**src/logic/axi_mem_pkg.sv**
```systemverilog
package axi_mem_pkg;

  //////////////////////////////////////////////////////////////////////
  // bus and storage geometry
  //////////////////////////////////////////////////////////////////////

  localparam int addr_w     = 32;
  localparam int data_w     = 32;
  localparam int strb_w     = data_w / 8;  // one strobe per byte lane
  localparam int id_w       = 4;
  localparam int len_w      = 4;           // 1 to 16 beats
  localparam int mem_bytes  = 128;
  localparam int mem_words  = mem_bytes / strb_w;
  localparam int word_idx_w = $clog2(mem_words);

  //////////////////////////////////////////////////////////////////////
  // AXI encodings
  //////////////////////////////////////////////////////////////////////

  localparam logic [2:0] size_word   = 3'd2;  // 4 bytes per beat
  localparam logic [1:0] burst_fixed = 2'd0;
  localparam logic [1:0] burst_incr  = 2'd1;
  localparam logic [1:0] burst_wrap  = 2'd2;
  localparam logic [1:0] resp_okay   = 2'd0;
  localparam logic [1:0] resp_slverr = 2'd2;
  localparam logic [1:0] resp_decerr = 2'd3;

  // address of the beat that follows addr within the burst
  function automatic logic [addr_w-1:0] next_beat_addr(input logic [addr_w-1:0] addr,
                                                       input logic [len_w-1:0]  len,
                                                       input logic [1:0]        burst);
    logic [addr_w-1:0] step;
    logic [addr_w-1:0] wrap_mask;
    step      = addr + addr_w'(strb_w);
    wrap_mask = ((addr_w'(len) + addr_w'(1)) << 2) - addr_w'(1);  // block is (len+1)*4 bytes
    case (burst)
      burst_incr: return step & addr_w'(mem_bytes - 1);  // rolls over at end of storage
      burst_wrap: return (addr & ~wrap_mask) | (step & wrap_mask);
      default:    return addr;
    endcase
  endfunction

  // response for a whole burst, decided from the address phase alone
  function automatic logic [1:0] burst_resp(input logic [addr_w-1:0] addr,
                                            input logic [2:0]        size,
                                            input logic [len_w-1:0]  len,
                                            input logic [1:0]        burst);
    logic wrap_len_ok;
    logic bad_burst;
    wrap_len_ok = len inside {4'd1, 4'd3, 4'd7, 4'd15};
    bad_burst   = !(burst inside {burst_incr, burst_wrap});  // fixed or reserved
    if (addr >= addr_w'(mem_bytes))
      return resp_decerr;
    if (size != size_word || addr[1:0] != 2'b00 || bad_burst ||
        (burst == burst_wrap && !wrap_len_ok))
      return resp_slverr;
    return resp_okay;
  endfunction

endpackage
```
**src/logic/axi_mem_slave.sv**
```systemverilog
`timescale 1ns/1ps

module axi_mem_slave
  import axi_mem_pkg::*;
(
  input  logic              clk,
  input  logic              resetn,
  // write address channel
  input  logic              awvalid,
  input  logic [id_w-1:0]   awid,
  input  logic [addr_w-1:0] awaddr,
  input  logic [len_w-1:0]  awlen,
  input  logic [2:0]        awsize,
  input  logic [1:0]        awburst,
  output logic              awready,
  // write data channel
  input  logic              wvalid,
  input  logic [data_w-1:0] wdata,
  input  logic [strb_w-1:0] wstrb,
  input  logic              wlast,
  output logic              wready,
  // write response channel
  input  logic              bready,
  output logic              bvalid,
  output logic [id_w-1:0]   bid,
  output logic [1:0]        bresp,
  // read address channel
  input  logic              arvalid,
  input  logic [id_w-1:0]   arid,
  input  logic [addr_w-1:0] araddr,
  input  logic [len_w-1:0]  arlen,
  input  logic [2:0]        arsize,
  input  logic [1:0]        arburst,
  output logic              arready,
  // read data channel
  input  logic              rready,
  output logic              rvalid,
  output logic [id_w-1:0]   rid,
  output logic [data_w-1:0] rdata,
  output logic [1:0]        rresp,
  output logic              rlast
);

  logic                  mem_we;
  logic [word_idx_w-1:0] mem_waddr;
  logic [data_w-1:0]     mem_wdata;
  logic [strb_w-1:0]     mem_wstrb;
  logic [word_idx_w-1:0] mem_raddr;
  logic [data_w-1:0]     mem_rdata;

  axi_write_engine u_write (
    .clk      (clk),       .resetn    (resetn),
    .awvalid  (awvalid),   .awid      (awid),      .awaddr   (awaddr),
    .awlen    (awlen),     .awsize    (awsize),    .awburst  (awburst),
    .awready  (awready),
    .wvalid   (wvalid),    .wdata     (wdata),     .wstrb    (wstrb),
    .wlast    (wlast),     .wready    (wready),
    .bready   (bready),    .bvalid    (bvalid),    .bid      (bid),
    .bresp    (bresp),
    .mem_we   (mem_we),    .mem_waddr (mem_waddr), .mem_wdata (mem_wdata),
    .mem_wstrb (mem_wstrb)
  );

  axi_read_engine u_read (
    .clk      (clk),       .resetn    (resetn),
    .arvalid  (arvalid),   .arid      (arid),      .araddr   (araddr),
    .arlen    (arlen),     .arsize    (arsize),    .arburst  (arburst),
    .arready  (arready),
    .rready   (rready),    .rvalid    (rvalid),    .rid      (rid),
    .rdata    (rdata),     .rresp     (rresp),     .rlast    (rlast),
    .mem_raddr (mem_raddr), .mem_rdata (mem_rdata)
  );

  byte_mem u_mem (
    .clk   (clk),
    .we    (mem_we),
    .waddr (mem_waddr),
    .wdata (mem_wdata),
    .wstrb (mem_wstrb),
    .raddr (mem_raddr),
    .rdata (mem_rdata)
  );

endmodule

```
**src/logic/axi_read_engine.sv**
```systemverilog
`timescale 1ns/1ps

module axi_read_engine
  import axi_mem_pkg::*;
(
  input  logic                  clk,
  input  logic                  resetn,
  // read address channel
  input  logic                  arvalid,
  input  logic [id_w-1:0]       arid,
  input  logic [addr_w-1:0]     araddr,
  input  logic [len_w-1:0]      arlen,
  input  logic [2:0]            arsize,
  input  logic [1:0]            arburst,
  output logic                  arready,
  // read data channel
  input  logic                  rready,
  output logic                  rvalid,
  output logic [id_w-1:0]       rid,
  output logic [data_w-1:0]     rdata,
  output logic [1:0]            rresp,
  output logic                  rlast,
  // memory read port
  output logic [word_idx_w-1:0] mem_raddr,
  input  logic [data_w-1:0]     mem_rdata
);

  enum logic {st_idle, st_data} state;

  logic [id_w-1:0]   id_q;
  logic [len_w-1:0]  len_q;
  logic [1:0]        burst_q;
  logic [addr_w-1:0] addr_q;     // address of the beat on the bus
  logic [1:0]        resp_q;
  logic [data_w-1:0] rdata_q;    // held beat data
  logic [len_w-1:0]  beat_q;     // beats already sent
  logic [1:0]        ar_resp;
  logic [addr_w-1:0] next_addr;
  logic              ar_fire;
  logic              r_fire;

  assign ar_fire   = arvalid && arready;
  assign r_fire    = rvalid && rready;
  assign ar_resp   = burst_resp(araddr, arsize, arlen, arburst);
  assign next_addr = next_beat_addr(addr_q, len_q, burst_q);

  // look up the word that will be loaded at the next transfer
  assign mem_raddr = (state == st_idle) ? araddr[word_idx_w+1:2] : next_addr[word_idx_w+1:2];

  //////////////////////////////////////////////////////////////////////
  // beat sequencing
  //////////////////////////////////////////////////////////////////////

  always_ff @(posedge clk or negedge resetn) begin
    if (!resetn) begin
      state  <= st_idle;
      beat_q <= '0;
    end else if (ar_fire) begin
      state  <= st_data;
      beat_q <= '0;
    end else if (r_fire) begin
      if (rlast)
        state <= st_idle;  // arready back next cycle
      beat_q <= beat_q + 1'b1;
    end
  end

  always_ff @(posedge clk) begin
    if (ar_fire) begin
      id_q    <= arid;
      len_q   <= arlen;
      burst_q <= arburst;
      addr_q  <= araddr;
      resp_q  <= ar_resp;
      rdata_q <= (ar_resp == resp_okay) ? mem_rdata : '0;  // zero on error
    end else if (r_fire) begin
      addr_q  <= next_addr;
      rdata_q <= (resp_q == resp_okay) ? mem_rdata : '0;
    end
  end

  assign arready = (state == st_idle);
  assign rvalid  = (state == st_data);
  assign rlast   = rvalid && (beat_q == len_q);  // beat len+1
  assign rid     = id_q;
  assign rresp   = resp_q;
  assign rdata   = rdata_q;

  //////////////////////////////////////////////////////////////////////
  // checks
  //////////////////////////////////////////////////////////////////////

  // a stalled beat must not move even if a write hits the same word
  a_r_hold: assert property (@(posedge clk) disable iff (!resetn)
    rvalid && !rready |=> rvalid && $stable(rdata) && $stable(rid) &&
                          $stable(rresp) && $stable(rlast))
    else $error("axi_read_engine: read beat changed while stalled");

endmodule

```
**src/logic/axi_write_engine.sv**
```systemverilog
`timescale 1ns/1ps

module axi_write_engine
  import axi_mem_pkg::*;
(
  input  logic                  clk,
  input  logic                  resetn,
  // write address channel
  input  logic                  awvalid,
  input  logic [id_w-1:0]       awid,
  input  logic [addr_w-1:0]     awaddr,
  input  logic [len_w-1:0]      awlen,
  input  logic [2:0]            awsize,
  input  logic [1:0]            awburst,
  output logic                  awready,
  // write data channel
  input  logic                  wvalid,
  input  logic [data_w-1:0]     wdata,
  input  logic [strb_w-1:0]     wstrb,
  input  logic                  wlast,
  output logic                  wready,
  // write response channel
  input  logic                  bready,
  output logic                  bvalid,
  output logic [id_w-1:0]       bid,
  output logic [1:0]            bresp,
  // memory write port
  output logic                  mem_we,
  output logic [word_idx_w-1:0] mem_waddr,
  output logic [data_w-1:0]     mem_wdata,
  output logic [strb_w-1:0]     mem_wstrb
);

  enum logic [1:0] {st_idle, st_data, st_resp} state;

  logic [id_w-1:0]   id_q;     // echoed on bid
  logic [len_w-1:0]  len_q;    // sets the wrap block size
  logic [1:0]        burst_q;
  logic [addr_w-1:0] addr_q;   // address of the current beat
  logic [1:0]        resp_q;
  logic              aw_fire;
  logic              w_fire;

  assign aw_fire = awvalid && awready;
  assign w_fire  = wvalid && wready;

  //////////////////////////////////////////////////////////////////////
  // phase control
  //////////////////////////////////////////////////////////////////////

  always_ff @(posedge clk or negedge resetn) begin
    if (!resetn) begin
      state <= st_idle;
    end else begin
      case (state)
        st_idle: if (aw_fire) state <= st_data;
        st_data: if (w_fire && wlast) state <= st_resp;  // wlast ends the burst
        st_resp: if (bvalid && bready) state <= st_idle;
        default: state <= st_idle;
      endcase
    end
  end

  // burst context, captured once and then stepped per beat
  always_ff @(posedge clk) begin
    if (aw_fire) begin
      id_q    <= awid;
      len_q   <= awlen;
      burst_q <= awburst;
      addr_q  <= awaddr;
      resp_q  <= burst_resp(awaddr, awsize, awlen, awburst);
    end else if (w_fire) begin
      addr_q  <= next_beat_addr(addr_q, len_q, burst_q);
    end
  end

  assign awready = (state == st_idle);
  assign wready  = (state == st_data);
  assign bvalid  = (state == st_resp);
  assign bid     = id_q;
  assign bresp   = resp_q;

  // beats of a failed burst are taken but dropped
  assign mem_we    = w_fire && (resp_q == resp_okay);
  assign mem_waddr = addr_q[word_idx_w+1:2];  // byte address to word index
  assign mem_wdata = wdata;
  assign mem_wstrb = wstrb;

  //////////////////////////////////////////////////////////////////////
  // checks
  //////////////////////////////////////////////////////////////////////

  a_b_hold: assert property (@(posedge clk) disable iff (!resetn)
    bvalid && !bready |=> bvalid && $stable(bid) && $stable(bresp))
    else $error("axi_write_engine: response dropped or changed before bready");

endmodule

```
**src/logic/byte_mem.sv**
```systemverilog
`timescale 1ns/1ps

module byte_mem
  import axi_mem_pkg::*;
(
  input  logic                  clk,
  input  logic                  we,
  input  logic [word_idx_w-1:0] waddr,
  input  logic [data_w-1:0]     wdata,
  input  logic [strb_w-1:0]     wstrb,
  input  logic [word_idx_w-1:0] raddr,
  output logic [data_w-1:0]     rdata
);

  logic [data_w-1:0] mem [mem_words];  // word storage, lanes written separately

  always_ff @(posedge clk) begin
    if (we) begin
      for (int lane = 0; lane < strb_w; lane++) begin
        if (wstrb[lane])
          mem[waddr][8*lane +: 8] <= wdata[8*lane +: 8];  // enabled lane only
      end
    end
  end

  // a same-cycle write is seen one cycle later, so the old word comes out
  assign rdata = mem[raddr];

  //////////////////////////////////////////////////////////////////////
  // checks
  //////////////////////////////////////////////////////////////////////

  // the write engine resets asynchronously, so we is defined at every edge
  a_we_known: assert property (@(posedge clk) !$isunknown(we))
    else $error("byte_mem: write enable is unknown");

endmodule

```
**config.mk**
```make
export PLATFORM = sky130hd
export DESIGN_NAME = axi_mem_slave
export DESIGN_NICKNAME = d
export VERILOG_FILES = /design/src/logic/axi_mem_pkg.sv /design/src/logic/axi_mem_slave.sv /design/src/logic/axi_read_engine.sv /design/src/logic/axi_write_engine.sv /design/src/logic/byte_mem.sv
export SDC_FILE = /design/constraint.sdc
export NUM_CORES = 2
export LEC_CHECK = 0
export ABC_AREA = 1
export BUFFER_PORTS_ARGS = -buffer_cell sky130_fd_sc_hd__clkbuf_2
export CAP_MARGIN = 10
export CORE_ASPECT_RATIO = 0.7
export CORE_MARGIN = 1.5
export CORE_UTILIZATION = 51
export DETAILED_ROUTE_END_ITERATION = 10
export GPL_TIMING_DRIVEN = 1
export PLACE_DENSITY = 0.65
export SYNTH_ARGS = -nofsm -noshare
export SYNTH_HDL_FRONTEND = slang
export SYNTH_HIERARCHICAL = 1
export SYNTH_SLANG_ARGS = --single-unit
```
**constraint.sdc**
```tcl
create_clock -name clk -period 3.1 [get_ports clk]
set_input_delay 0.465 -clock clk [delete_from_list [all_inputs] [get_ports clk]]
set_output_delay 0.465 -clock clk [all_outputs]
set_load 0.05 [all_outputs]
```
# After elaboration in Yosys (flattened, before gate mapping)
# Memories as Yosys holds them, arrays and structs flattened.
# Cells that the tools add are included.
[word_totals]
register_bits = 127
latchBits = 0
mem_bits_rw = 1024
romBits = 0
in_bits = 134
output_inout_bits = 50
word_cells = 145
mem_count = 1
[classes]
add_sub_neg = 7
n_mul = 0
div_mod_pow = 0
order_cmp = 2
n_eq_ne = 24
shift = 0
muxes = 48
n_bitwise = 9
reduce_logical = 39
[mem_list]
columns = ["memory", "words", "width", "read_ports", "rd_ports_with_merged_regs", "wr", "line_no", "text"]
rows = [
  ["u_mem.mem", 32, 32, 1, 0, 1, "byte_mem.sv:15", "logic [data_w-1:0] mem [mem_words];"],
]
[ops]
columns = ["op", "n"]
rows = [
  ["32-bit 2-to-1 mux", 8],
  ["32-bit bitwise AND", 4],
  ["32-bit case mux with 2 select lines", 2],
  ["32-bit by 3-bit adder with 32-bit output, second input constant", 2],
  ["32-bit by 8-bit greater-or-equal comparator with 1-bit output, second input constant", 2],
  ["32-bit inverter", 2],
  ["32-bit bitwise OR", 2],
  ["32-bit by 1-bit subtractor with 32-bit output, second input constant", 2],
  ["1-bit 2-to-1 mux", 23],
  ["2-bit 2-to-1 mux", 11],
  ["2-bit nonzero test", 7],
  ["4-bit by 1-bit adder with 5-bit output, second input constant", 2],
  ["2-bit by 1-bit == test with 1-bit output, second input constant", 5],
  ["2-bit == test, second input constant", 5],
  ["1-bit logical AND", 10],
  ["4-bit by 1-bit == test with 1-bit output, second input constant", 2],
  ["4-bit by 2-bit == test with 1-bit output, second input constant", 2],
  ["4-bit by 3-bit == test with 1-bit output, second input constant", 2],
  ["4-bit == test, second input constant", 2],
  ["2-bit logical NOT", 4],
  ["4-bit 2-to-1 mux", 2],
  ["4-bit nonzero test", 2],
  ["1-bit logical OR", 6],
  ["2-bit inequality test, second input constant", 3],
  ["10 further kinds", 17],
]

# Longest topological paths before layout
[logic_depth]
depth_word = 12
depth_mapped = 22
mapped_depth_nobuf = 19

# By module
# The synthesis kept the hierarchy.
[modules_own_cells]
columns = ["mod", "instances", "cells_each", "area_each_um2", "seq_area_each_um2"]
rows = [
  ["byte_mem", 1, 3649, 42255.5, 30749.5],
  ["axi_read_engine", 1, 281, 2834.0, 1596.5],
  ["axi_write_engine", 1, 167, 1420.1, 560.5],
]

# Least setup slack after synthesis
# No wires, ideal clock.
[synth_path]
path_type = "reg2reg"
from = "reg u_read.len_q[1]"
to = "reg u_read.rdata_q[22] (netlist: u_read/rdata[22]), data pin"
setup_ps = 268
arrival_time_ps = 2301
required_ps = 2832
path_slack_ps = 531
path_stages_with_launch = 22
path_buffers = 3
period_less_slack_ps = 2569
path_cell_list = "edfxtp_1 > ha_1 > inv_1 > nand2_1 > nand2_1 > o21ai_0 > o21ai_1 > o21ai_0 > o21ai_1 > buf_2 > inv_2 > buf_2 > buf_2 > nand3_1 > nand3_1 > nand2_1 > nand2_1 > nand2_1 > nand2_1 > nand2_1 > nand2_1 > a21oi_2"
[synth_via]
elab_chain_len = 11
word_cells_on_any_way = 13
classes_between = "2 x add/sub; 6 x mux; 4 x bitwise; 1 x memory"
[synth_lines]
columns = ["element", "line_no", "text"]
rows = [
  ["start: declaration", "axi_read_engine.sv:31", "logic [len_w-1:0] len_q;"],
  ["start signal: assignment", "axi_read_engine.sv:71", "len_q <= arlen;"],
  ["4-bit by 1-bit adder with 5-bit output *", "axi_mem_pkg.sv:35", "wrap_mask = ((addr_w'(len) + addr_w'(1)) << 2) - addr_w'(1);"],
  ["32-bit by 1-bit subtractor with 32-bit output *", "axi_mem_pkg.sv:35", ""],
  ["32-bit inverter", "axi_mem_pkg.sv:38", "burst_wrap: return (addr & ~wrap_mask) | (step & wrap_mask);"],
  ["32-bit bitwise AND", "axi_mem_pkg.sv:38", ""],
  ["32-bit bitwise OR *", "axi_mem_pkg.sv:38", ""],
  ["32-bit case mux with 2 select lines *", "axi_mem_pkg.sv:36", "case (burst)"],
  ["5-bit 2-to-1 mux *", "axi_read_engine.sv:48", "assign mem_raddr = (state == st_idle) ? araddr[word_idx_w+1:2] : next_addr[word_idx_w+1:2];"],
  ["named net mem_raddr[1]", "axi_mem_slave.sv:48", "logic [word_idx_w-1:0] mem_raddr;"],
  ["memory read 32 x 32 bit *", "n/a", ""],
  ["named net mem_rdata[22]", "axi_mem_slave.sv:49", "logic [data_w-1:0] mem_rdata;"],
  ["32-bit 2-to-1 mux", "axi_read_engine.sv:78", "rdata_q <= (resp_q == resp_okay) ? mem_rdata : '0;"],
  ["32-bit 2-to-1 mux", "axi_read_engine.sv:76", "end else if (r_fire) begin"],
  ["32-bit 2-to-1 mux *", "axi_read_engine.sv:69", "if (ar_fire) begin"],
  ["end signal: assignment", "axi_read_engine.sv:75", "rdata_q <= (ar_resp == resp_okay) ? mem_rdata : '0;"],
  ["end signal: assignment", "axi_read_engine.sv:78", ""],
  ["end: declaration", "axi_read_engine.sv:35", "logic [data_w-1:0] rdata_q;"],
]
# The timed path passes the listed nets; every way through them passes the cells marked *. The select of a mux whose other input is x is not followed.
# A chain may end at the register's enable or synchronous reset.

# Worst setup path in the final report
[layout_path]
from = "reg u_read.burst_q[0]"
to = "reg u_read.rdata_q[9] (netlist: u_read/rdata[9]), data pin"
[layout_via]
elab_chain_len = 7
word_cells_on_any_way = 9
classes_between = "2 x eq/ne; 6 x mux; 1 x memory"
[layout_lines]
columns = ["element", "line_no", "text"]
rows = [
  ["start: declaration", "axi_read_engine.sv:32", "logic [1:0] burst_q;"],
  ["start signal: assignment", "axi_read_engine.sv:72", "burst_q <= arburst;"],
  ["2-bit == test / 2-bit by 1-bit == test with 1-bit output (equally long branches)", "axi_mem_pkg.sv:36", ""],
  ["32-bit case mux with 2 select lines *", "axi_mem_pkg.sv:36", ""],
  ["5-bit 2-to-1 mux *", "axi_read_engine.sv:48", ""],
  ["named net mem_raddr[0]", "axi_mem_slave.sv:48", ""],
  ["memory read 32 x 32 bit *", "n/a", ""],
  ["named net mem_rdata[9]", "axi_mem_slave.sv:49", ""],
  ["32-bit 2-to-1 mux", "axi_read_engine.sv:78", ""],
  ["32-bit 2-to-1 mux", "axi_read_engine.sv:76", ""],
  ["32-bit 2-to-1 mux *", "axi_read_engine.sv:69", ""],
]
# Marked as above.

==> summary.md <==
### Timing
* 0.140 — remaining max-slew budget at the tightest pin
* -12.1 ps — final sum of negative setup slack
* 3110 ps — crit path time final
* 19.7 ps — Layout Skew
* -12.1 ps — final setup slack of the worst path
* 1.00 — part of the cycle the worst path needs
* yes — setup repair after global routing missed its margin
* 48.4 ps — final hold slack
* 321 MHz — Fmax
* 1280 ps — Slew @ Worst Pin
* 1 — endpoints failing setup
* 0 — final-report max-slew violation count
* 0 — final hold vios

### Die
* 256 um — Die Y-Extent
* 93000 um^2 — DIE AREA
* 92 — row count
* 90100 um^2 — floorplan core area
* 0.516 — Initial Utilization
* 364 um — DIE WIDTH
* 184 — count of pins on the block boundary

### Route
* 32800 — Vias
* 6 — First-pass DRT Iterations
* 0 — Antenna Nets Post-Route
* 0 — number of remaining DRC errors
* 23.2 um — average routed wire per standard cell
* 5.70 — average via count per standard cell
* 134 mm — total wire length after detailed routing
* 4235 — violation count after the first detailed-route iteration

### Worst setup path
* -10 ps — FF-to-FF setup slack
* flop — kind of capture point of the worst setup path
* 42 — biggest fanout along the worst timing path
* 21 — cell depth of the worst flop-to-flop path
* u_read/burst_q[0] — reg-to-reg startpoint
* u_read/rdata[9] — FF-to-FF End
* reg -> reg — category of the most critical setup path
* 3510 ps — data arrival time of the worst path
* 3490 ps — CP Data Required Time
* flop — sort of element at the start of the critical path

### Finish
* 0.608 — Layout Utilization
* sky130_fd_sc_hd__nand2_1 — commonest non-fill, non-tap cell in the layout
* 4592 — fin nets
* sky130_fd_sc_hd__nand2_1 (1524), sky130_fd_sc_hd__edfxtp_1 (1090), sky130_fd_sc_hd__nand3_1 (707), sky130_fd_sc_hd__buf_4 (219), sky130_fd_sc_hd__clkbuf_2 (183) — most frequent cells in the layout
* 17.9% — Area growth, synth to finish
* 0.185 — fraction of layout cells with a size suffix above 1

### Power
* 48.4 mW — PnR Total Power
* 20.8 nW — leakage power summed over all cells
* 882 nW/um^2 — power density over the cells
* 0.641 mV — peak ir drop on the vdd network

### Synthesis
* sky130_fd_sc_hd__edfxtp_1 — area leader, netlist
* 0.00638 — share of synthesized registers carrying an async set or reset
* 0.708 — sequential fraction of the synthesis area
* 4240 — Post-Syn Nets
* 1090 — number of enable flip-flop cells after synthesis
* 1097 — flops & latches, synth
* 11.4 um^2 — mean instance size in the synthesized netlist
* 6 — number of warnings printed during yosys synthesis
* sky130_fd_sc_hd__edfxtp_1 (70%), sky130_fd_sc_hd__nand2_1 (13%), sky130_fd_sc_hd__nand3_1 (8.5%) — top area cells in the synthesized netlist
* sky130_fd_sc_hd__edfxtp_1 — Main synth FF type
* 43 — number of distinct library cell variants in the gate-level netlist after synthesis
* 4097 — number of instances in the synthesized netlist
* 46500 um^2 — cell area after technology mapping
* 0.704 — Synth top area share

### Global route
* 65 — largest net degree at the start of global routing
* 190 mm — first-pass GRT wire length
* 29800 — number of global-route vias before repair
* 0.274 — global-route usage over all layers
* 0 — Remaining Overflow, GRT
* 6 — number of antenna violations at the first check in global routing

### Placement
* 0.868 — gpl congestion
* 79.5 mm — total half-perimeter wirelength after legalization and detailed placement
* 183 — port bufs

### Clock tree
* 1097 — clock sink count
* 3 — H-tree levels
* 60 ps — clock slew at reported path FFs
* 100 — number of buffers created by CTS
* 3 — CTS Buffer Depth
* 670 ps — clock network latency to the later pin of the worst-skew pair
* sky130_fd_sc_hd__clkbuf_16 — cell at the root of the clock tree
* built — CTS tree

### Min path
* 3 — cell depth of the worst min-delay path
* wlast — startpoint of the lowest-slack hold path
* in -> reg — worst hold path type
* u_write/state[1] — Hold Path Sink

### Job
* 0 — count of max-cap constraint violations

### Status
* finished, violations left — result of the run
* setup timing — violated checks

==> per-stage QoR <==
step                area, um^2  std cells  setup slack, ps
finish                   54800       5753            -12.1
global route             54800       5752             -147
CTS                      53400       5709            0.388
detailed placement       49900       5500            -35.2
global placement         49900       5500            -45.8
floorplan                46500       4097              531
==> worst max path at each step <==
| stage | startpoint | endpoint | slack, ps | cells after the start |
|---|---|---|---|---|
| floorplan | u_read/len_q[1] | u_read/rdata[22] | 530 | 21 |
| global placement | u_read/len_q[0] | u_read/rdata[13] | -50 | 19 |
| detailed placement | u_read/len_q[0] | u_read/rdata[13] | -40 | 19 |
| CTS | u_read/len_q[0] | u_read/rdata[9] | 0.4 | 20 |
| global route | u_read/burst_q[0] | u_read/rdata[0] | -150 | 23 |
| finish | u_read/burst_q[0] | u_read/rdata[9] | -10 | 21 |
==> worst max-delay path, stage by stage (launching register included) <==
cell,delay [ps]
sky130_fd_sc_hd__edfxtp_1,410
sky130_fd_sc_hd__inv_2,60
sky130_fd_sc_hd__ha_4,280
sky130_fd_sc_hd__inv_2,50
sky130_fd_sc_hd__o21ai_1,70
sky130_fd_sc_hd__nand2_1,70
sky130_fd_sc_hd__o31ai_2,50
sky130_fd_sc_hd__inv_1,110
sky130_fd_sc_hd__o21ai_4,220
sky130_fd_sc_hd__buf_12,220
sky130_fd_sc_hd__clkinv_16,120
sky130_fd_sc_hd__buf_12,190
sky130_fd_sc_hd__nand2_1,90
sky130_fd_sc_hd__nand3_1,90
sky130_fd_sc_hd__nand3_1,160
sky130_fd_sc_hd__nand2_1,80
sky130_fd_sc_hd__nand2_1,120
sky130_fd_sc_hd__nand2_1,80
sky130_fd_sc_hd__nand2_1,90
sky130_fd_sc_hd__nand2_1,70
sky130_fd_sc_hd__nand2_1,100
sky130_fd_sc_hd__a21oi_2,50
==> power by group <==
group          switching, mW  leakage, nW  total (mW)  internal, mW
combinational           12.7         9.28        19.2          6.53
sequential             0.308         9.92        17.0          16.7
clock                   5.33         1.55        12.2          6.87
total                   18.3         20.8        48.4          30.1
==> state kept, by name (all words and copies together) (netlist names), named ones only <==
register	cells
u_read/burst_q	2
u_write/addr_q	1
u_read/rresp	2
u_read/addr_q	5
u_write/burst_q	2
u_write/state	2
u_write/len_q	4
u_write/bresp	2
u_write/bid	4
u_mem/mem	1024
u_read/rdata	32
u_read/beat_q	4
u_read/rvalid	1
u_read/rid	4
u_read/len_q	4
==> metal layers <==
metal,global-route usage,wire (um),vias up
li1,-,-,14800
met1,0.417,56600,15800
met2,0.399,58400,1916
met3,0.0640,15700,207
met4,0.0697,3080,2
met5,0,13,-
==> cell type report <==
cell class	instances	area (um^2)
Clock buffer	123	2650
Fill cell	7154	35300
Timing Repair inverter	3	33.8
Antenna cell	1	2.50
Sequential cell	1097	32900
Inverter	55	250
Clock inverter	60	517
Multi-Input combinational cell	2666	12100
Tap cell	1222	1530
Timing Repair Buffer	526	4800
==> synth_stat cells (2+ instances only) <==
| master | instances |
|---|---|
| sky130_fd_sc_hd__o21ai_2 | 2 |
| sky130_fd_sc_hd__nand2_1 | 1576 |
| sky130_fd_sc_hd__or2_2 | 2 |
| sky130_fd_sc_hd__a21oi_2 | 30 |
| sky130_fd_sc_hd__buf_4 | 62 |
| sky130_fd_sc_hd__nand4_1 | 9 |
| sky130_fd_sc_hd__inv_2 | 4 |
| sky130_fd_sc_hd__xor2_1 | 6 |
| sky130_fd_sc_hd__buf_1 | 26 |
| sky130_fd_sc_hd__nor3_2 | 2 |
| sky130_fd_sc_hd__nand2_4 | 2 |
| sky130_fd_sc_hd__nor2_1 | 174 |
| sky130_fd_sc_hd__nand3_1 | 786 |
| sky130_fd_sc_hd__xnor2_1 | 4 |
| sky130_fd_sc_hd__o22ai_1 | 2 |
| sky130_fd_sc_hd__nor3_1 | 11 |
| sky130_fd_sc_hd__edfxtp_1 | 1090 |
| sky130_fd_sc_hd__ha_1 | 9 |
| sky130_fd_sc_hd__clkbuf_1 | 17 |
| sky130_fd_sc_hd__o21ai_0 | 13 |
| sky130_fd_sc_hd__nand2_2 | 2 |
| sky130_fd_sc_hd__inv_1 | 49 |
| sky130_fd_sc_hd__buf_2 | 112 |
| sky130_fd_sc_hd__dfrtp_1 | 7 |
| sky130_fd_sc_hd__o211ai_1 | 2 |
| sky130_fd_sc_hd__a21oi_1 | 16 |
| sky130_fd_sc_hd__o21ai_1 | 6 |
| sky130_fd_sc_hd__buf_6 | 60 |
| sky130_fd_sc_hd__nor2_4 | 2 |
==> logic make-up after synthesis <==
group,synth area share
mux,0.000215
xor+xnor,0.00188
flops,0.708
buf+inv,0.0455
compound gates,0.0109
fa+ha+maj,0.00242
simple gates,0.232
==> timing repair <==
action / in CTS / in global routing
endpoints found under the setup margin: 12 / 32
cloned: 2 / 24
hold buffers: 22 / 0
endpoints found under the hold margin: 28 / 0
pin swaps: 1 / 30
setup buffers: 2 / 19
gates resized for setup: 4 / 184
No activity file was read; power rests on OpenSTA's default activity.
